**src/flow_pkg.sv**
```systemverilog
`default_nettype none

package flow_pkg;

	// ============================================================
	// field widths
	// ============================================================
	localparam int KEY_W		= 128;							// flow key
	localparam int CNT_W		= 32;							// hit counter
	localparam int TIME_W		= 32;							// timestamp
	localparam int IDX_W		= 32;							// hash index
	localparam int REC_W		= KEY_W + CNT_W + TIME_W + IDX_W;	// 224 bit record
	localparam int ENTRY_W		= KEY_W + CNT_W + TIME_W;		// 192 bit entry

	// record layout, hash index at the bottom
	localparam int REC_IDX_LSB	= 0;
	localparam int REC_TIME_LSB	= REC_IDX_LSB + IDX_W;
	localparam int REC_CNT_LSB	= REC_TIME_LSB + TIME_W;
	localparam int REC_KEY_LSB	= REC_CNT_LSB + CNT_W;			// key on top

	// entry layout is the record minus the index
	localparam int ENT_TIME_LSB	= 0;
	localparam int ENT_CNT_LSB	= ENT_TIME_LSB + TIME_W;
	localparam int ENT_KEY_LSB	= ENT_CNT_LSB + CNT_W;

	// ============================================================
	// sizes, latencies, thresholds
	// ============================================================
	localparam int TABLE_ADDR_W		= 14;						// low bits of hash index
	localparam int TABLE_DEPTH		= 16384;					// bucket slots
	localparam int FIFO_DEPTH		= 16;						// key fifo words
	localparam int FIFO_PTR_W		= 4;						// fifo pointer bits
	localparam int FIFO_CNT_W		= 5;						// holds 0..16
	localparam int FIFO_ALMOST_FULL	= 14;						// afull threshold
	localparam int RAM_RD_LATENCY	= 2;						// table read cycles
	localparam int LAT_CNT_W		= 2;						// wait counter bits
	localparam int AGE_LIMIT		= 100000;					// stale after this

	typedef logic [REC_W-1:0]			flow_rec_t;				// flow record
	typedef logic [ENTRY_W-1:0]			table_entry_t;			// bucket entry
	typedef logic [TABLE_ADDR_W-1:0]	table_addr_t;			// bucket address

endpackage

`default_nettype wire
```
**src/mgmt_bus.sv**
```systemverilog
`timescale 1ns/100ps
`default_nettype none

module mgmt_bus (
	input  wire logic						Clk,
	input  wire logic						Reset_N,
	input  wire logic						bus_cs_n,	// low selects
	input  wire logic						bus_rw,		// 1 write, 0 read
	input  wire flow_pkg::table_addr_t		bus_addr,
	input  wire flow_pkg::table_entry_t		bus_wdata,
	input  wire flow_pkg::table_entry_t		ram_rdata,
	output flow_pkg::table_entry_t			bus_rdata,
	output logic							bus_ack_n,	// low until cs released
	output flow_pkg::table_addr_t			ram_addr,
	output logic							ram_rden,
	output logic							ram_wren,
	output flow_pkg::table_entry_t			ram_wdata
);

	typedef enum logic [2:0] {
		B_IDLE,
		B_WRITE,
		B_READ,
		B_WAIT1,
		B_WAIT2,
		B_CAPTURE,
		B_RELEASE
	} bus_state_t;

	bus_state_t		state;

	// ============================================================
	// bus FSM
	// ============================================================
	always_ff @(posedge Clk or negedge Reset_N) begin
		if (!Reset_N) begin
			state		<= B_IDLE;
			bus_ack_n	<= 1'b1;
			ram_rden	<= 1'b0;
			ram_wren	<= 1'b0;
		end else begin
			ram_rden <= 1'b0;									// pulses only
			ram_wren <= 1'b0;
			case (state)
				B_IDLE: begin
					if (!bus_cs_n) begin
						state <= bus_rw ? B_WRITE : B_READ;
					end
				end
				B_WRITE: begin
					ram_wren	<= 1'b1;						// one table write
					bus_ack_n	<= 1'b0;						// ack with the write
					state		<= B_RELEASE;
				end
				B_READ: begin
					ram_rden	<= 1'b1;
					state		<= B_WAIT1;
				end
				B_WAIT1:	state <= B_WAIT2;					// ram pipe stage 1
				B_WAIT2:	state <= B_CAPTURE;					// ram pipe stage 2
				B_CAPTURE: begin
					bus_ack_n	<= 1'b0;						// rdata latched same edge
					state		<= B_RELEASE;
				end
				B_RELEASE: begin
					if (bus_cs_n) begin
						bus_ack_n	<= 1'b1;					// host let go
						state		<= B_IDLE;
					end
				end
				default: begin
					state <= B_IDLE;
				end
			endcase
		end
	end

	// address, write data and read data
	always_ff @(posedge Clk) begin
		if (state == B_WRITE || state == B_READ) begin
			ram_addr	<= bus_addr;
			ram_wdata	<= bus_wdata;
		end
		if (state == B_CAPTURE) begin
			bus_rdata <= ram_rdata;
		end
	end

endmodule

`default_nettype wire

```
**config.mk**
```make
export PLATFORM = sky130hd
export DESIGN_NAME = mgmt_bus
export DESIGN_NICKNAME = d
export VERILOG_FILES = /design/src/flow_pkg.sv /design/src/mgmt_bus.sv
export SDC_FILE = /design/constraint.sdc
export NUM_CORES = 1
export LEC_CHECK = 0
export BUFFER_PORTS_ARGS = -buffer_cell sky130_fd_sc_hd__buf_2
export CORE_AREA = 3 3 311 313
export CTS_CLUSTER_DIAMETER = 60
export DETAILED_ROUTE_END_ITERATION = 8
export DIE_AREA = 0 0 314 316
export HOLD_SLACK_MARGIN = 0.06
export SLEW_MARGIN = 5
export SYNTH_ARGS = -nofsm -noshare
export SYNTH_HDL_FRONTEND = slang
export SYNTH_SLANG_ARGS = --single-unit
```
**constraint.sdc**
```tcl
create_clock -name Clk -period 12.77 [get_ports Clk]
set_clock_uncertainty 0.1 [all_clocks]
set_input_delay 2.554 -clock Clk [delete_from_list [all_inputs] [get_ports Clk]]
set_output_delay 2.554 -clock Clk [all_outputs]
set_load 0.005 [all_outputs]
```
Word level (Yosys, flattened, before mapping)

Cells that the tools add are included.

Bits in registers: 404
Input bits: 402
Output and inout port bits: 401
Logic and storage cells: 29

Eq/ne operators: 8
Multiplexer cells: 8
Reductions and logical operators: 6

Operator list:

| operator           | number |
|---|---|
| $pmux 3 s6         | 1 |
| $eq 3x3->1 const B | 3 |
| $eq 3x2->1 const B | 2 |
| $mux 3             | 2 |
| $ne 2x2->1 const B | 2 |
| $reduce_and 2->1   | 2 |
| $eq 3x1->1 const B | 1 |
| $logic_not 3->1    | 1 |
| $mux 1             | 3 |
| $mux 2             | 1 |
| $pmux 1 s2         | 1 |
| $reduce_bool 2->1  | 1 |
| $reduce_or 2->1    | 1 |
| $logic_or 1x1->1   | 1 |

Logic depth before layout (Yosys ltp)

Depth after elaboration: 4
Depth in mapped cells: 3
Depth with buffers taken out: 2

Worst setup path after synthesis

Ideal clock, no wire load.

Path kind: register to register
Start: reg state[1]
End: reg ram_addr[0], enable pin
Setup time: 0.841 ns
Data arrival time: 10.606 ns
Data required time: 11.829 ns
Slack: 1.223 ns
Cell stages (with the launch flop): 4
Path through: dfrtp_1 > buf_2 > nand2b_1 > a21oi_1

Word-level cells in the longest chain between the ends: 2
Elaborated cells between the ends (all ways): 3
Those cells by class: 2 x eq/ne; 1 x reduce/logical

RTL lines:

| element                                         | line           | source |
|---|---|---|
| start: declaration                              | mgmt_bus.sv:30 | `bus_state_t state;` |
| start signal: assignment                        | mgmt_bus.sv:47 | `state <= bus_rw ? B_WRITE : B_READ;` |
| $eq 3x1->1 / $eq 3x2->1 (equally long branches) | mgmt_bus.sv:80 | `if (state == B_WRITE \|\| state == B_READ) begin` |
| $logic_or 1x1->1 *                              | mgmt_bus.sv:80 |  |
| end signal: assignment                          | mgmt_bus.sv:81 | `ram_addr <= bus_addr;` |
| end: declaration                                | mgmt_bus.sv:14 | `output flow_pkg::table_addr_t ram_addr,` |

Every way passes the cells marked *; elsewhere a longest branch is shown, timed or not.
A chain may end at the register's enable or synchronous reset.

Worst setup path after layout

Start: reg state[1]
End: reg bus_rdata[168], enable pin

Word-level cells in the longest chain between the ends: 1

RTL lines:

| element                | line           | source |
|---|---|---|
| $eq 3x3->1             | mgmt_bus.sv:84 | `if (state == B_CAPTURE) begin` |
| end signal: assignment | mgmt_bus.sv:85 | `bus_rdata <= ram_rdata;` |
| end: declaration       | mgmt_bus.sv:12 | `output flow_pkg::table_entry_t bus_rdata,` |

No other way between the ends.

==> results.toml <==
[global_route]
grt_pass1_wl_mm = 79.6
grt_usage_pct = 12.5
grt_pass1_vias = 8083
grt-ovfl-total = 0
grt_max_degree = 138
grt_antenna_before_repair = 148

[cts]
root_buffer = "clkbuf_16"
cts-htree-levels = 2
cts_resized = 0
post_cts_buffers = 0
ctsLongestPathBuffers = 3
tritoncts = "done"
clk_pin_slew_ns = 0.06
numCtsBuffers = 56
cts.sinks = 404
cts_hold_buf = 0
insertion_delay_ns = 0.60

[placement]
dpl.cell_count = 2495
place_hpwl_mm = 56.0
gp_congestion = 0.773
numPortBuffers = 802

[logic_synthesis]
syn_area_per_cell_um2 = 28.8
synth_cell_type_count = 19
yosys.area.top_type = "edfxtp_1"
synthSimpleGateAreaFrac_pct = 0.675
synth-warning-count = 0
synth_compound_area_share_pct = 0.286
synth_fp_nets = 827
synth_seq_cells = 404
netlist.area_leader.share_pct = 97.6
synthTopCellsByArea = "edfxtp_1 98%, dfrtp_1 1.0%, dfstp_2 0.21%"
synth-xor-area-share_pct = 0
muxShareOfSynthArea_pct = 0
synth_top_family_by_area = "simple AND/OR/NAND/NOR gates"
synth_fa_ha_area_share_pct = 0
synthCells = 425
seq_area_frac_synth_pct = 98.9
netlist_area_um2 = 12200

[timing]
slew_headroom_pct = 32.2
whs_ns = 0.400
drv_slew = 0
period_needed_ns = 3.98
final_hold_viol_count = 0
tns_ns = 0
worst_pin_slew_ns = 1.02
setup_viol = 0
period_share_pct = 31.1
rsz0062_at_grt = "no"
max_freq_mhz = 251

[floorplan]
die_width_um = 314
core-area_um2 = 94600
rows = 113
die_height_um = 316
start_util_pct = 12.9
io_pins = 803
design.die.area_um2 = 99200

[worst_hold_path]
min_path_type = "register to register"
hold_depth = 2

[pwr]
power.leakage_nw = 7.88
powerDensity_nw_per_um2 = 217
total_power_mw = 4.34
vdd_drop_max_v = 0.000108

[critical_path]
worst-r2r-cell-count = 5
cp.required_ns = 12.91
critical_path_class = "register to register"
start_kind = "register"
cp-end-kind = "register"
critPathMaxFanout = 76
critPathArrivalTime_ns = 4.12

[cells_and_area]
drive_gt1_share_pct = 67.9
final_nets = 1690
final_common_cell = "buf_2"
multi_input_area_um2 = 136
final_util_pct = 21.1
fin_cells = 2652
layout.area.seq_um2 = 12100
area_growth_syn_to_layout_pct = 62.9
fillers = 10100
final_cell_mix = "802 x buf_2, 398 x edfxtp_1, 57 x clkbuf_16"

[run_status]
status = "finished, final reports clean"

[drt]
viasPerCell = 3.12
dr.pass1.iters = 4
ant_nets = 0
drcViolationCount = 0
wl_mm = 64.9
initialDrtViolationCount = 486
vias = 8285
post_drt_wl_per_cell_um = 24.5

[run]
drv_cap = 0
## critical path, stage by stage, from the launching register on
cell,delay [ns]
dfrtp_1,0.46
nand2b_1,0.30
nor2_4,0.68
buf_4,0.43
buf_4,0.63
buf_4,0.88
## logic make-up after synthesis
family | after synthesis
simple gates | 13
compound gates | 5
buf+inv | 3
flops | 404
## final timing paths
path	end	slack, ns	from
min reg2reg	bus_ack_n$_DFFE_PN1P_	0.40	bus_ack_n$_DFFE_PN1P_
min	bus_ack_n$_DFFE_PN1P_	0.40	bus_ack_n$_DFFE_PN1P_
max in group asynchronous	bus_ack_n$_DFFE_PN1P_	10.69	Reset_N
max	bus_rdata[168]$_DFFE_PN_	8.79	state[1]$_DFFE_PN0P_
min in group asynchronous	state[1]$_DFFE_PN0P_	1.66	Reset_N
max reg2reg	bus_rdata[168]$_DFFE_PN_	8.79	state[1]$_DFFE_PN0P_
## sequential cells by signal (all words and copies together) (netlist names)
name / count
bus_ack_n: 1
bus_rdata: 192
ram_addr: 14
ram_rden: 1
ram_wdata: 192
ram_wren: 1
state: 3
## metal layers
layer / track usage, % / vias up / wire, µm
met4: 3.51 / 116 / 1860
met5: 0 / - / 775
met1: 10.7 / 3784 / 20100
met3: 12.6 / 227 / 12400
li1: - / 3572 / -
met2: 20.0 / 586 / 29800
## synthesized netlist by cell type (all sizes together)
cell,count
edfxtp,398
dfrtp,5
nand2b,3
a21oi,2
buf,2
nand4b,2
nor2,2
dfstp,1
inv,1
nand2,1
nand3,1
nor2b,1
nor3b,1
o211ai,1
o21a,1
o31a,1
or3b,1
or4,1
## report_power, final
group / total (mW) / leakage, nW / switching, mW / internal (mW)
clock network: 1.58 / 0.909 / 0.642 / 0.934
registers: 2.01 / 3.74 / 0.0928 / 1.91
logic: 0.755 / 3.23 / 0.496 / 0.258
total: 4.34 / 7.88 / 1.23 / 3.11
## through the flow
stage | setup WS (ns) | instance area, µm²
CTS | 8.75 | 19800
floorplan | 1.22 | 12200
global route | 8.50 | 19800
finish | 8.79 | 19900
detailed placement | 8.76 | 17900
global placement | 8.85 | 17900
## layout make-up
class	instances	share of cell area, %
antenna	53	0.665
clock buffer	60	7.21
clock inverter	44	2.40
inverter	1	0.0188
multi-input combinational	18	0.684
sequential	404	60.7
tap	1265	7.94
timing repair buffer	807	20.4
(Power assumes the default switching activity.)
