**src/flow_pkg.sv**
```systemverilog
`default_nettype none

package flow_pkg;

	// ============================================================
	// field widths
	// ============================================================
	localparam int KEY_W		= 128;							// flow key
	localparam int CNT_W		= 32;							// hit counter
	localparam int TIME_W		= 32;							// timestamp
	localparam int IDX_W		= 32;							// hash index
	localparam int REC_W		= KEY_W + CNT_W + TIME_W + IDX_W;	// 224 bit record
	localparam int ENTRY_W		= KEY_W + CNT_W + TIME_W;		// 192 bit entry

	// record layout, hash index at the bottom
	localparam int REC_IDX_LSB	= 0;
	localparam int REC_TIME_LSB	= REC_IDX_LSB + IDX_W;
	localparam int REC_CNT_LSB	= REC_TIME_LSB + TIME_W;
	localparam int REC_KEY_LSB	= REC_CNT_LSB + CNT_W;			// key on top

	// entry layout is the record minus the index
	localparam int ENT_TIME_LSB	= 0;
	localparam int ENT_CNT_LSB	= ENT_TIME_LSB + TIME_W;
	localparam int ENT_KEY_LSB	= ENT_CNT_LSB + CNT_W;

	// ============================================================
	// sizes, latencies, thresholds
	// ============================================================
	localparam int TABLE_ADDR_W		= 14;						// low bits of hash index
	localparam int TABLE_DEPTH		= 16384;					// bucket slots
	localparam int FIFO_DEPTH		= 16;						// key fifo words
	localparam int FIFO_PTR_W		= 4;						// fifo pointer bits
	localparam int FIFO_CNT_W		= 5;						// holds 0..16
	localparam int FIFO_ALMOST_FULL	= 14;						// afull threshold
	localparam int RAM_RD_LATENCY	= 2;						// table read cycles
	localparam int LAT_CNT_W		= 2;						// wait counter bits
	localparam int AGE_LIMIT		= 100000;					// stale after this

	typedef logic [REC_W-1:0]			flow_rec_t;				// flow record
	typedef logic [ENTRY_W-1:0]			table_entry_t;			// bucket entry
	typedef logic [TABLE_ADDR_W-1:0]	table_addr_t;			// bucket address

endpackage

`default_nettype wire
```
**src/key_fifo.sv**
```systemverilog
`timescale 1ns/100ps
`default_nettype none

module key_fifo (
	input  wire logic							Clk,
	input  wire logic							Reset_N,
	input  wire flow_pkg::flow_rec_t			data,		// record from upstream
	input  wire logic							wr,			// push strobe
	input  wire logic							rd,			// pop, head already on q
	output flow_pkg::flow_rec_t					q,			// show-ahead head word
	output logic								empty,
	output logic [flow_pkg::FIFO_CNT_W-1:0]		count		// words held
);

	flow_pkg::flow_rec_t				mem [flow_pkg::FIFO_DEPTH];	// record storage
	logic [flow_pkg::FIFO_PTR_W-1:0]	wr_ptr;						// next free slot
	logic [flow_pkg::FIFO_PTR_W-1:0]	rd_ptr;						// head slot
	logic								full;
	logic								do_wr;
	logic								do_rd;

	assign full		= (count == flow_pkg::FIFO_CNT_W'(flow_pkg::FIFO_DEPTH));
	assign empty	= (count == '0);
	assign do_wr	= wr & ~full;								// drop push when full
	assign do_rd	= rd & ~empty;								// drop pop when empty
	assign q		= mem[rd_ptr];								// head always visible

	// storage, no reset needed
	always_ff @(posedge Clk) begin
		if (do_wr) begin
			mem[wr_ptr] <= data;
		end
	end

	// ============================================================
	// pointers and occupancy
	// ============================================================
	always_ff @(posedge Clk or negedge Reset_N) begin
		if (!Reset_N) begin
			wr_ptr	<= '0;
			rd_ptr	<= '0;
			count	<= '0;
		end else begin
			if (do_wr) begin
				wr_ptr <= wr_ptr + 1'b1;						// wraps at depth 16
			end
			if (do_rd) begin
				rd_ptr <= rd_ptr + 1'b1;
			end
			case ({do_wr, do_rd})
				2'b10:		count <= count + 1'b1;				// push only
				2'b01:		count <= count - 1'b1;				// pop only
				default:	count <= count;						// both or neither
			endcase
		end
	end

endmodule

`default_nettype wire

```
**config.mk**
```make
export PLATFORM = sky130hd
export DESIGN_NAME = key_fifo
export DESIGN_NICKNAME = d
export VERILOG_FILES = /design/src/flow_pkg.sv /design/src/key_fifo.sv
export SDC_FILE = /design/constraint.sdc
export NUM_CORES = 2
export LEC_CHECK = 0
export BUFFER_PORTS_ARGS = -buffer_cell sky130_fd_sc_hd__buf_2
export CORE_MARGIN = 4
export CORE_UTILIZATION = 40
export CTS_BUF_LIST = sky130_fd_sc_hd__clkbuf_8
export CTS_CLUSTER_SIZE = 12
export DETAILED_ROUTE_END_ITERATION = 16
export SLEW_MARGIN = 40
export SYNTH_ARGS = -nofsm -noshare
export SYNTH_HDL_FRONTEND = slang
export SYNTH_SLANG_ARGS = --single-unit
export TNS_END_PERCENT = 1
```
**constraint.sdc**
```tcl
create_clock -name Clk -period 23.3 [get_ports Clk]
set_clock_uncertainty 0.2 [all_clocks]
set_input_delay 2.33 -clock Clk [delete_from_list [all_inputs] [get_ports Clk]]
set_output_delay 2.33 -clock Clk [all_outputs]
set_load 0.02 [all_outputs]
```
; ---- Word level (Yosys, flattened, before mapping)
; Memories as Yosys holds them, arrays and structs flattened.
; Cells that the tools add are included.
[classes]
add_sub_neg = 4
eq_ne = 3
n_mux = 3
n_bitwise = 4
n_reduce_logical = 2
[op_table]
columns = op, count
row1 = 5-bit one-hot mux with 2 select lines, 1
row2 = "4-bit by 1-bit adder with 4-bit output, second input constant", 2
row3 = "5-bit by 1-bit adder with 5-bit output, second input constant", 1
row4 = "5-bit == test, second input constant", 1
row5 = 5-bit zero test, 1
row6 = "5-bit by 1-bit subtractor with 5-bit output, second input constant", 1
row7 = 1-bit bitwise AND, 2
row8 = "2-bit by 1-bit == test with 1-bit output, second input constant", 1
row9 = "2-bit == test, second input constant", 1
row10 = 1-bit two-way mux, 2
row11 = 1-bit inverter, 2
row12 = 2-bit nonzero test, 1
[totals]
regBits = 13
ramBits = 3584
out_inout_bits = 230
memories = 1
[memory_table]
columns = memory, depth, word_bits, rd, rd_ports_with_merged_regs, wr, line
row1 = mem, 16, 224, 1, 0, 1, key_fifo.sv:15  ; flow_pkg::flow_rec_t mem [flow_pkg::FIFO_DEPTH];

; ---- Longest topological paths before layout
[depth]
word_depth = 5
ltp_mapped = 12
ltp_nobuf = 11

; ---- Worst setup path before layout
; No wires, ideal clock.
[synth_timing]
kind = input-to-reg
start = input wr
end = memory mem[3][0] (netlist bit), enable pin
setup_ns = 1.081
t_arrival_ns = 18.087
required_ns = 22.019
setup_slack_ns = 3.932
stages = 3
path_cell_list = a21boi_1 > nand2_1 > nor3_1
[synth_via]
elab_chain_cells = 3
[synth_lines]
columns = element, line
row1 = start: declaration, key_fifo.sv:8  ; input wire logic wr,
row2 = 1-bit bitwise AND, key_fifo.sv:24  ; assign do_wr = wr & ~full;
row3 = 1-bit two-way mux, key_fifo.sv:30  ; if (do_wr) begin
row4 = 1-bit two-way mux (implied by the code), key_fifo.sv:31  ; mem[wr_ptr] <= data;
row5 = end: declaration, key_fifo.sv:15
; Every way passes these cells.

; ---- Worst setup path after layout
[layout_timing]
start = register rd_ptr[0] (netlist bit)
end = output q[148]
[layout_via]
elab_chain_cells = 1
[layout_lines]
columns = element, line
row1 = start: declaration, key_fifo.sv:17  ; logic [flow_pkg::FIFO_PTR_W-1:0] rd_ptr;
row2 = start signal: assignment, key_fifo.sv:48  ; rd_ptr <= rd_ptr + 1'b1;
row3 = memory 16 x 224 bit, -
row4 = end: declaration, key_fifo.sv:10  ; output flow_pkg::flow_rec_t q,
; Every way passes these cells.

==> out/qor.txt <==
Status: completed
Final nets: 7,813
Register-to-Register Path Depth: 7
R2R Setup Slk: 18.65 ns
Top post-synthesis cells by area: edfxtp_1 78%, mux4_2 7.4%, mux2i_1 4.9%
Final WL: 351,000 um
Worst slew margin: 0.358
Dpl hpwl: 180,000 um
First-pass GRT wire length: 507,000 um
CP Cell Sequence: buf_6 -> buf_12 -> buf_16 -> buf_6 -> buf_4 -> buf_12 -> buf_16 -> mux2_2 -> o21ai_0 -> a21oi_1 -> a22oi_1 -> nand2_1 -> buf_2
P&R area growth vs syn: 13.6%
TritonCTS Sinks: 3,597
Share of total power in combinational logic: 0.334
Commonest non-fill, non-tap cell in the layout: edfxtp_1
Worst setup path category: register to primary output
Critical path arrival: 7.00 ns
Placeable Area: 344,000 um2
# DRC: 0
DR iter-0 viols: 6,294
Routability cong.: 0.732
Synth Net Count: 6,970
Clk pwr share: 0.260
Post-Synthesis Cells: 6,732
Worst Path Buf+Inv: 8
Largest net degree at the start of global routing: 101
Top-area cell type share of the netlist area: 0.779
Total CTS buffers: 597
Crit path capture: q[148]
Multi-input gate area in the final layout: 28,000 um2
Initial antenna violation count: 124
Rows: 215
Number of global-route vias before repair: 71,900
Via/cell ratio: 5.53
Final period utilization: 0.409
CP max stage delay: 0.87 ns
Sequential element share of the synthesized area: 0.781
Slew @ Worst Pin: 0.964 ns
Worst Setup SP: rd_ptr[0]
CP Capture Type: primary output
Setup TNS: 0 ns
Wirelength per Cell: 27.9 um
CP max FO: 73
Storage cell area: 108,000 um2
Hold_buf cts: 0
DIE AREA: 355,000 um2
Startpoint Class: register
Crit path depth: 13
Max-slew violations: 0
Die Ht: 596 um
Post-CTS sizing: 0
CP top delay family: buffers and inverters
Cell Area, Synth: 138,000 um2
Total number of vias: 69,800
Worst vdd ir: 72.1 uV
Crit-path slowest cell: dfrtp_4
Input/output buffers: 457
Yosys Warn Count: 0
Setup WS pre-CTS: 14.68 ns
H-tree levels: 6
Synth Area per Inst: 20.5 um2
Achievable frequency: 105 MHz
Number of I/O pins: 458
NetSw: 6.96 mW
Worst EP required: 20.77 ns
CTS Root Cell: clkbuf_8
Power density over the cells: 125 nW/um2
Layout cells sized above 1: 0.249
Grt total ovfl: 0
Cell taking the most area after synthesis: edfxtp_1
Clock transition at the registers of the reported paths: 0.06 ns
Total GRT Usage: 0.193
Final ANT Viol Nets: 0
R2R Path End: mem[15][104]
Initial DRT Pass Iterations: 6
Setup WS post-layout: 13.77 ns
Worst-Skew Late Latency: 1.15 ns
Synth Register Bits: 3,597
Starting Density: 0.402
Most frequent cells in the layout: 3,584 x edfxtp_1, 670 x mux2i_1, 600 x clkbuf_8, 457 x buf_2, 451 x mux4_2
CTS tree: built
Int Pwr: 12.6 mW
Fin. Hold Viols: 0
Max Root-Sink Buffers: 4
Static Leak: 52.1 nW
Yosys cell types: 35
Sequential share of power: 0.406
Hold WC Path Type: register to register
Reg-to-reg startpoint: count[0]
Post-CTS Setup Bufs: 0
MaxCap Viol Count: 0
Fin crit period: 9.53 ns
Fillcell total: 28,800
Switching share of power: 0.356
DIE WIDTH: 596 um
RSZ-0062 raised after global routing: no
Finish-stage setup viols: 0
metrics by stage:
stage	cells	hold slack [ns]	power, mW	area, um2	util
floorplan	6732	0.374	12.6	138000	-
global placement	11500	0.296	14.6	145000	0.423
detailed placement	11500	0.334	14.7	146000	0.425
CTS	12600	0.342	19.8	157000	0.456
global route	12600	0.379	20.5	157000	0.457
finish	12600	0.339	19.6	157000	0.457
cells in the mapped netlist:
cell type / instances
fa_1: 1
buf_2: 59
nor2b_1: 4
nand3_1: 2
mux2_2: 164
dfrtp_1: 13
a21oi_1: 225
buf_1: 10
a221oi_2: 32
ha_1: 9
clkbuf_1: 169
mux2_1: 60
xor2_1: 3
buf_4: 52
buf_6: 87
a22oi_1: 223
a21o_1: 1
or3b_2: 1
nand2_1: 232
xnor2_1: 7
and2_1: 1
nor2_1: 12
o21ai_0: 401
mux4_2: 451
inv_1: 7
nand4_1: 1
nor4_1: 1
a221oi_1: 191
edfxtp_1: 3584
o21ai_1: 49
a21boi_1: 1
nor3_1: 4
clkbuf_4: 2
mux2i_1: 670
nand2b_1: 3
per-layer routing:
layer	share of wire	wire, um	GRT usage
met5	0.0014	478	0
met2	0.50	175000	0.328
met1	0.41	143000	0.255
met4	0.022	7750	0.0504
met3	0.070	24600	0.0406
state kept, by name (all words and copies together), names as in the netlist:
| register | flops |
|---|---|
| rd_ptr | 4 |
| count | 5 |
| mem | 3584 |
| wr_ptr | 4 |
cell type report:
type                       instances  share of cell area
sequential                      3597               0.688
multi-input combinational       2749               0.178
clock buffer                     599              0.0525
tap                             4557              0.0363
timing repair buffer             623              0.0286
clock inverter                   444              0.0161
antenna                           34            0.000542
inverter                           7            0.000167
cell families after synthesis:
group,Yosys count,synth area share
xor+xnor,10,0.000634
buf+inv,386,0.0172
mux,1345,0.140
fa+ha+maj,10,0.000960
compound gates,1123,0.0523
flops,3597,0.781
simple gates,261,0.00736
worst min-delay path by stage:
stage                     cells past startpoint  startpoint  slack, ns         to
final                                         1    count[4]       0.34   count[4]
after global routing                          1    count[4]       0.38   count[4]
after CTS                                     1    count[4]       0.34   count[4]
after detailed placement                      1    count[4]       0.33   count[4]
after global placement                        1    count[4]       0.30   count[4]
after floorplan                               2   wr_ptr[0]       0.37  wr_ptr[3]
power by group through the flow:
stage	Clock (mW)	Combinational (mW)	Sequential (mW)
2_1_floorplan	0	4.38	8.27
3_3_place_gp	0	6.52	8.08
3_5_place_dp	0	6.63	8.09
4_1_cts	5.22	6.64	7.96
5_1_grt	5.53	7.00	7.99
6_report	5.08	6.53	7.95
Power figures use the tool's default switching activity.
