===== config.mk =====
export PLATFORM = sky130hd
export DESIGN_NAME = flow_lookup
export DESIGN_NICKNAME = d
export VERILOG_FILES = /design/src/flow_pkg.sv /design/src/flow_lookup.sv
export SDC_FILE = /design/constraint.sdc
export NUM_CORES = 1
export LEC_CHECK = 0
export BUFFER_PORTS_ARGS = -buffer_cell sky130_fd_sc_hd__buf_2
export CORE_AREA = 2 2 330 332
export DETAILED_ROUTE_END_ITERATION = 10
export DIE_AREA = 0 0 332 334
export GPL_ROUTABILITY_DRIVEN = 0
export GPL_TIMING_DRIVEN = 1
export SKIP_LAST_GASP = 1
export SYNTH_ARGS = -nofsm -noshare
export SYNTH_HDL_FRONTEND = slang
export SYNTH_SLANG_ARGS = --single-unit

===== constraint.sdc =====
create_clock -name Clk -period 19.6 [get_ports Clk]
set_input_delay 1.96 -clock Clk [delete_from_list [all_inputs] [get_ports Clk]]
set_output_delay 1.96 -clock Clk [all_outputs]
set_load 0.01 [all_outputs]

===== src/flow_pkg.sv =====
`default_nettype none

package flow_pkg;

	// ============================================================
	// field widths
	// ============================================================
	localparam int KEY_W		= 128;							// flow key
	localparam int CNT_W		= 32;							// hit counter
	localparam int TIME_W		= 32;							// timestamp
	localparam int IDX_W		= 32;							// hash index
	localparam int REC_W		= KEY_W + CNT_W + TIME_W + IDX_W;	// 224 bit record
	localparam int ENTRY_W		= KEY_W + CNT_W + TIME_W;		// 192 bit entry

	// record layout, hash index at the bottom
	localparam int REC_IDX_LSB	= 0;
	localparam int REC_TIME_LSB	= REC_IDX_LSB + IDX_W;
	localparam int REC_CNT_LSB	= REC_TIME_LSB + TIME_W;
	localparam int REC_KEY_LSB	= REC_CNT_LSB + CNT_W;			// key on top

	// entry layout is the record minus the index
	localparam int ENT_TIME_LSB	= 0;
	localparam int ENT_CNT_LSB	= ENT_TIME_LSB + TIME_W;
	localparam int ENT_KEY_LSB	= ENT_CNT_LSB + CNT_W;

	// ============================================================
	// sizes, latencies, thresholds
	// ============================================================
	localparam int TABLE_ADDR_W		= 14;						// low bits of hash index
	localparam int TABLE_DEPTH		= 16384;					// bucket slots
	localparam int FIFO_DEPTH		= 16;						// key fifo words
	localparam int FIFO_PTR_W		= 4;						// fifo pointer bits
	localparam int FIFO_CNT_W		= 5;						// holds 0..16
	localparam int FIFO_ALMOST_FULL	= 14;						// afull threshold
	localparam int RAM_RD_LATENCY	= 2;						// table read cycles
	localparam int LAT_CNT_W		= 2;						// wait counter bits
	localparam int AGE_LIMIT		= 100000;					// stale after this

	typedef logic [REC_W-1:0]			flow_rec_t;				// flow record
	typedef logic [ENTRY_W-1:0]			table_entry_t;			// bucket entry
	typedef logic [TABLE_ADDR_W-1:0]	table_addr_t;			// bucket address

endpackage

`default_nettype wire

===== src/flow_lookup.sv =====
`timescale 1ns/100ps
`default_nettype none

module flow_lookup (
	input  wire logic						Clk,
	input  wire logic						Reset_N,
	input  wire flow_pkg::flow_rec_t		fifo_q,		// head of key fifo
	input  wire logic						fifo_empty,
	input  wire logic						out_afull,	// downstream stall
	input  wire flow_pkg::table_entry_t		ram_rdata,
	output logic							fifo_rd,
	output flow_pkg::table_addr_t			ram_addr,
	output logic							ram_rden,
	output logic							ram_wren,
	output flow_pkg::table_entry_t			ram_wdata,
	output flow_pkg::flow_rec_t				key_out,
	output logic							key_out_wr
);

	typedef enum logic [1:0] {
		S_IDLE,													// wait for a record
		S_WAIT,													// table read in flight
		S_DECIDE,												// rdata valid here
		S_WRITE													// outputs strobe, gap cycle
	} state_t;

	state_t								state;
	logic [flow_pkg::LAT_CNT_W-1:0]		wait_cnt;
	flow_pkg::flow_rec_t				rec_q;					// record being looked up

	logic [flow_pkg::KEY_W-1:0]			rec_key;
	logic [flow_pkg::TIME_W-1:0]		rec_time;
	logic [flow_pkg::IDX_W-1:0]			rec_idx;
	logic [flow_pkg::KEY_W-1:0]			ent_key;
	logic [flow_pkg::CNT_W-1:0]			ent_cnt;
	logic [flow_pkg::TIME_W-1:0]		ent_time;
	logic [flow_pkg::TIME_W:0]			age_bound;				// one extra bit, no wrap
	logic								is_empty;
	logic								is_hit;
	logic								is_stale;
	logic								do_write;
	logic								do_emit;

	// one record at a time, never pop while downstream is full
	assign fifo_rd = (state == S_IDLE) & ~fifo_empty & ~out_afull;

	// ============================================================
	// field split and outcome
	// ============================================================
	assign rec_key	= rec_q[flow_pkg::REC_KEY_LSB +: flow_pkg::KEY_W];
	assign rec_time	= rec_q[flow_pkg::REC_TIME_LSB +: flow_pkg::TIME_W];
	assign rec_idx	= rec_q[flow_pkg::REC_IDX_LSB +: flow_pkg::IDX_W];
	assign ent_key	= ram_rdata[flow_pkg::ENT_KEY_LSB +: flow_pkg::KEY_W];
	assign ent_cnt	= ram_rdata[flow_pkg::ENT_CNT_LSB +: flow_pkg::CNT_W];
	assign ent_time	= ram_rdata[flow_pkg::ENT_TIME_LSB +: flow_pkg::TIME_W];

	assign age_bound	= {1'b0, ent_time} + (flow_pkg::TIME_W + 1)'(flow_pkg::AGE_LIMIT);
	assign is_empty		= (ram_rdata == '0);					// unused slot reads zero
	assign is_hit		= ~is_empty & (ent_key == rec_key);
	assign is_stale		= ~is_empty & ~is_hit & ({1'b0, rec_time} > age_bound);
	assign do_write		= is_empty | is_hit | is_stale;			// overflow leaves slot alone
	assign do_emit		= ~is_empty & ~is_hit;					// evict or overflow

	// ============================================================
	// control
	// ============================================================
	always_ff @(posedge Clk or negedge Reset_N) begin
		if (!Reset_N) begin
			state		<= S_IDLE;
			wait_cnt	<= '0;
			ram_rden	<= 1'b0;
			ram_wren	<= 1'b0;
			key_out_wr	<= 1'b0;
		end else begin
			ram_rden	<= 1'b0;								// single cycle pulses
			ram_wren	<= 1'b0;
			key_out_wr	<= 1'b0;
			case (state)
				S_IDLE: begin
					if (fifo_rd) begin
						ram_rden	<= 1'b1;					// read the bucket
						wait_cnt	<= '0;
						state		<= S_WAIT;
					end
				end
				S_WAIT: begin
					if (wait_cnt == flow_pkg::LAT_CNT_W'(flow_pkg::RAM_RD_LATENCY - 1)) begin
						state <= S_DECIDE;
					end else begin
						wait_cnt <= wait_cnt + 1'b1;
					end
				end
				S_DECIDE: begin
					ram_wren	<= do_write;
					key_out_wr	<= do_emit;
					state		<= S_WRITE;
				end
				S_WRITE: begin
					state <= S_IDLE;							// write visible before next read
				end
				default: begin
					state <= S_IDLE;
				end
			endcase
		end
	end

	// ============================================================
	// datapath, no reset
	// ============================================================
	always_ff @(posedge Clk) begin
		if (fifo_rd) begin
			rec_q		<= fifo_q;								// hold popped record
			ram_addr	<= fifo_q[flow_pkg::REC_IDX_LSB +: flow_pkg::TABLE_ADDR_W];
		end
		if (state == S_DECIDE) begin
			if (is_hit) begin
				ram_wdata <= {ent_key, ent_cnt + 1'b1, rec_time};	// bump count, new time
			end else begin
				ram_wdata <= {rec_key, flow_pkg::CNT_W'(1), rec_time};	// fresh insert
			end
			if (is_stale) begin
				key_out <= {ram_rdata, rec_idx};				// evicted entry goes out
			end else begin
				key_out <= rec_q;								// overflow, pass through
			end
		end
	end

endmodule

`default_nettype wire


== After elaboration in Yosys (flattened, before gate mapping) ==
Cells that the tools add are included.
Storage, ports and cells
  flip-flop bits (word level): 661
  latch bits: 0
  bits in writable memories: 0
  memory bits (read-only): 0
  output and inout bits: 434
  logic and storage cells: 50
  memories: 0
Cells by class
  $add $sub $neg: 3
  multipliers: 0
  div/mod/pow operators: 0
  magnitude comparators: 1
  equal/unequal tests: 8
  shifts and indexed selects: 0
  muxes and demuxes: 12
  bitwise logic cells: 11
  reductions and logical operators: 5
Operator list (number)
  $mux W224: 1
  $logic_not A192 Y1: 1
  $mux W192: 1
  $eq A128 B128 Y1: 1
  $add A32 B17 Y33 const B: 1
  $gt A32 B33 Y1: 1
  $add A32 B1 Y32 const B: 1
  $mux W2: 4
  $pmux W2 S4: 1
  $ne A2 B2 Y1 const B: 3
  $and A1 B1 Y1: 5
  $eq A2 B1 Y1 const B: 2
  $eq A2 B2 Y1 const B: 2
  $mux W1: 4
  $not A1 Y1: 4
  $pmux W2 S2: 1
  $reduce_and A3 Y1: 1
  $add A2 B1 Y2 const B: 1
  $logic_not A2 Y1: 1
  $or A1 B1 Y1: 2
  $reduce_and A2 Y1: 1
  $reduce_bool A2 Y1: 1

== Depth between registers and ports, before layout ==
  depth in word-level cells: 8
  mapped depth: 18
  mapped depth without buffers: 16

== Least setup slack after synthesis ==
Ideal clock, no wire load.
  path type: in2out
  from: input port fifo_empty
  to: output port fifo_rd
  arrival: 18.506 ns
  required time: 17.640 ns
  setup slack: -0.866 ns
  stages: 1
  buffers on the path: 0
  path through: nor3b_1
On the way
  word-level cells in the longest chain between the ends: 3
Ends and longest elaborated chain
  from (decl): RTL line flow_lookup.sv:8  | input wire logic fifo_empty,
  $not A1 Y1: RTL line flow_lookup.sv:45  | assign fifo_rd = (state == S_IDLE) & ~fifo_empty & ~out_afull;
  $and A1 B1 Y1 (2 in series): RTL line flow_lookup.sv:45
  to (decl): RTL line flow_lookup.sv:11  | output logic fifo_rd,
Every way passes these cells.

== Worst setup path after layout ==
  from: input port ram_rdata[59]
  to: register key_out[215], data pin
On the way
  word-level cells in the longest chain between the ends: 7
Ends and longest elaborated chain
  from (decl): RTL line flow_lookup.sv:10  | input wire flow_pkg::table_entry_t ram_rdata,
  $logic_not A192 Y1 *: RTL line flow_lookup.sv:58  | assign is_empty = (ram_rdata == '0);
  $not A1 Y1 *: RTL line flow_lookup.sv:59, flow_lookup.sv:60
  $and A1 B1 Y1: RTL line flow_lookup.sv:59  | assign is_hit = ~is_empty & (ent_key == rec_key);
  $not A1 Y1: RTL line flow_lookup.sv:60  | assign is_stale = ~is_empty & ~is_hit & ({1'b0, rec_time} > age_bound);
  $and A1 B1 Y1 * (2 in series): RTL line flow_lookup.sv:60
  $mux W224 *: RTL line flow_lookup.sv:122  | if (is_stale) begin
  to (signal assigned): RTL line flow_lookup.sv:123  | key_out <= {ram_rdata, rec_idx};
  to (signal assigned): RTL line flow_lookup.sv:125  | key_out <= rec_q;
  to (decl): RTL line flow_lookup.sv:16  | output flow_pkg::flow_rec_t key_out,
Every way passes the cells marked *; elsewhere a longest branch is shown, timed or not.
A chain may end at the register's enable or synchronous reset.

==> results.sh <==
export IMPL_yosysWarnings=0
export IMPL_grt_max_degree=123
export IMPL_cts_hold_fix_buffers=0
export IMPL_crit_path_start_kind="primary input"
export IMPL_placed_area_um2=32100
export IMPL_hold_class="flip-flop to flip-flop"
export IMPL_clk_pin_slew_ns=0.06
export IMPL_stdcell_area_um2=34310
export IMPL_syn_inst=1581
export IMPL_postCtsSetupBuffers=0
export IMPL_ys_flop_type="edfxtp_1"
export IMPL_place_ws_ns=11.19
export IMPL_synth_fp_nets=2041
export IMPL_antenna_found_initial=12
export IMPL_clk_latency_ns=0.65
export IMPL_drt_antenna_violating_nets=0
export IMPL_fin_ws_ns=12.52
export IMPL_fp_dieH_um=334
export IMPL_worstPathMaxFanout=44
export IMPL_syn_area_um2=26850
export IMPL_period_share=0.3610
export IMPL_drive_gt1_frac=0.4522
export IMPL_clk_path_buf_depth=3
export IMPL_worst_pin_slew_ns=1.027
export IMPL_cp_required_ns=19.97
export IMPL_cts_made_buffers=71
export IMPL_rsz0062_at_grt="no"
export IMPL_totalWireLength_um=97290
export IMPL_die_x_um=332
export IMPL_report_final_hold_viol_count=0
export IMPL_grt_first_pass_wirelength_um=130900
export IMPL_slew_headroom=0.3155
export IMPL_max_freq_ghz=0.1413
export IMPL_via_per_inst=4.371
export IMPL_async_reset_ff_frac=0.01082
export IMPL_total_power_mw=4.316
export IMPL_worst_setup_path_type="primary input to flip-flop"
export IMPL_hpwl_um=77280
export IMPL_power_density_nw_per_um2=125.8
export IMPL_synth_top_area_cell="edfxtp_1"
export IMPL_cts_tree="done"
export IMPL_vias=16720
export IMPL_track_usage=0.1692
export IMPL_synth_distinct_cells=48
export IMPL_routedWlPerCell_um=25.44
export IMPL_cts_repair_resized=0
export IMPL_io_pins=854
export IMPL_dieArea_um2=110900
export IMPL_grt_pass1_vias=16790
export IMPL_syn_to_final_growth_pct=27.77
export IMPL_core_rowCount=121
export IMPL_clock_root_buffer="clkbuf_16"
export IMPL_avgSynthCellArea_um2=16.98
export IMPL_htreeDepth=3
export IMPL_netlist_top_cells_count="640 x edfxtp_1, 139 x xnor2_1, 132 x clkbuf_1"
export IMPL_peakVddDrop_mv=0.08400
export IMPL_numPortBuffers=853
export IMPL_start_util=0.2491
export IMPL_p_leak_nw=13.19
export IMPL_crit_arrival_ns=7.44
export IMPL_maxCapViolCount=0
export IMPL_dr_pass1_iters=5
export IMPL_synth_edff_count=640
export IMPL_period_needed_ns=7.075
export IMPL_drv_slew=0
export IMPL_outcome="finished, final reports clean"
export IMPL_grt_ovfl_total=0
export IMPL_yosys_register_bits=647
export IMPL_yosysMostFrequentCell="edfxtp_1"
export IMPL_ys_seq_area_frac=0.7223
export IMPL_fp_coreArea_um2=107800
export IMPL_end_kind="flip-flop"
export IMPL_drt_iter0_drc=1235
export IMPL_fin_skew_ns=0.02982
export IMPL_tns_ns=0
export IMPL_fin_nets=2815
export IMPL_synthTopCellsByArea="edfxtp_1 72%, mux2_4 5.6%, xnor2_1 4.5%"
export IMPL_setup_violations=0
export IMPL_synth_top_area_share=0.7158
export IMPL_drcViolationCount=0
export IMPL_clkSinkCount=647
-- report_power, final --
group	internal [mW]	total [mW]	leakage, nW	switching, mW
logic	0.324	0.965	6.06	0.641
clock network	0.732	1.30	1.07	0.564
registers	1.95	2.06	6.06	0.108
-- cell usage in the layout, fill, tap and decap left out, drive strengths merged, types with 9 or more instances in the layout --
| cell | count |
|---|---|
| nor4 | 62 |
| clkinv | 24 |
| a21oi | 15 |
| o21ai | 12 |
| nand3 | 19 |
| edfxtp | 640 |
| ha | 40 |
| xor2 | 32 |
| mux2i | 11 |
| nand2 | 31 |
| buf | 868 |
| nand4 | 58 |
| o22ai | 10 |
| mux2 | 183 |
| nor3 | 9 |
| clkbuf | 90 |
| xnor2 | 139 |
| nor2 | 56 |
| and3 | 12 |
| inv | 48 |
-- area by class of cell --
cell class | instances | area, um^2
Antenna cell | 3 | 7.507
Clock buffer | 90 | 1901
Clock inverter | 36 | 302.8
Fill cell | 10770 | 73490
Inverter | 43 | 161.4
Multi-Input combinational cell | 724 | 6366
Sequential cell | 647 | 19390
Tap cell | 1414 | 1769
Timing Repair Buffer | 868 | 4407
-- cell families (layout without fill, tap and decap cells) --
family,count (synthesis),after routing,share of synthesized area
flops,647,647,0.7223
simple gates,266,266,0.05438
buf+inv,210,1037,0.04175
mux,194,194,0.09483
xor+xnor,171,171,0.05578
compound gates,53,53,0.01235
fa+ha+maj,40,40,0.01864
other cells,0,3,0
-- worst max-delay path, stage by stage --
cell and delay (ns):
buf_2 0.15, nor4_1 0.83, nand4_1 0.45, nor4_1 0.94, nand3_1 0.54, nand4_4 0.76
buf_4 0.73, buf_4 0.59, mux2_1 0.38
-- final timing paths --
path                                 startpoint                     end  depth (start not counted)  slack, ns
hold reg to reg             rec_q[22]$_DFFE_PP_   key_out[22]$_DFFE_PP_                          0       0.42
max in group asynchronous               Reset_N      ram_wren$_DFF_PN0_                          1      18.22
hold / removal              rec_q[22]$_DFFE_PP_   key_out[22]$_DFFE_PP_                          0       0.42
min in group asynchronous               Reset_N      ram_rden$_DFF_PN0_                          1       1.18
setup reg to reg           rec_q[213]$_DFFE_PP_  key_out[215]$_DFFE_PP_                          9      14.28
setup / recovery                  ram_rdata[59]  key_out[215]$_DFFE_PP_                          9      12.52
-- sequential cells by signal (all words and copies together) (netlist names) --
name	flops
wait_cnt	2
rec_q	211
ram_rden	1
ram_wren	1
ram_wdata	192
ram_addr	13
key_out	224
key_out_wr	1
state	2
-- through the flow --
step	util	cells	hold slack, ns
floorplan	-	1581	0.4003
global placement	0.2978	3696	0.4001
detailed placement	0.2978	3696	0.4045
CTS	0.3182	3822	0.4126
global route	0.3182	3823	0.4188
finish	0.3183	3825	0.4183
-- layer usage --
metal,part of all wire,wire [um],GRT usage,vias to the layer above
li1,-,-,-,7446
met1,0.41,39620,0.2095,8370
met2,0.49,47350,0.2829,772
met3,0.080,7794,0.04917,124
met4,0.026,2489,0.05542,6
met5,0.00038,37,0,-
No activity file was read; power rests on OpenSTA's default activity.
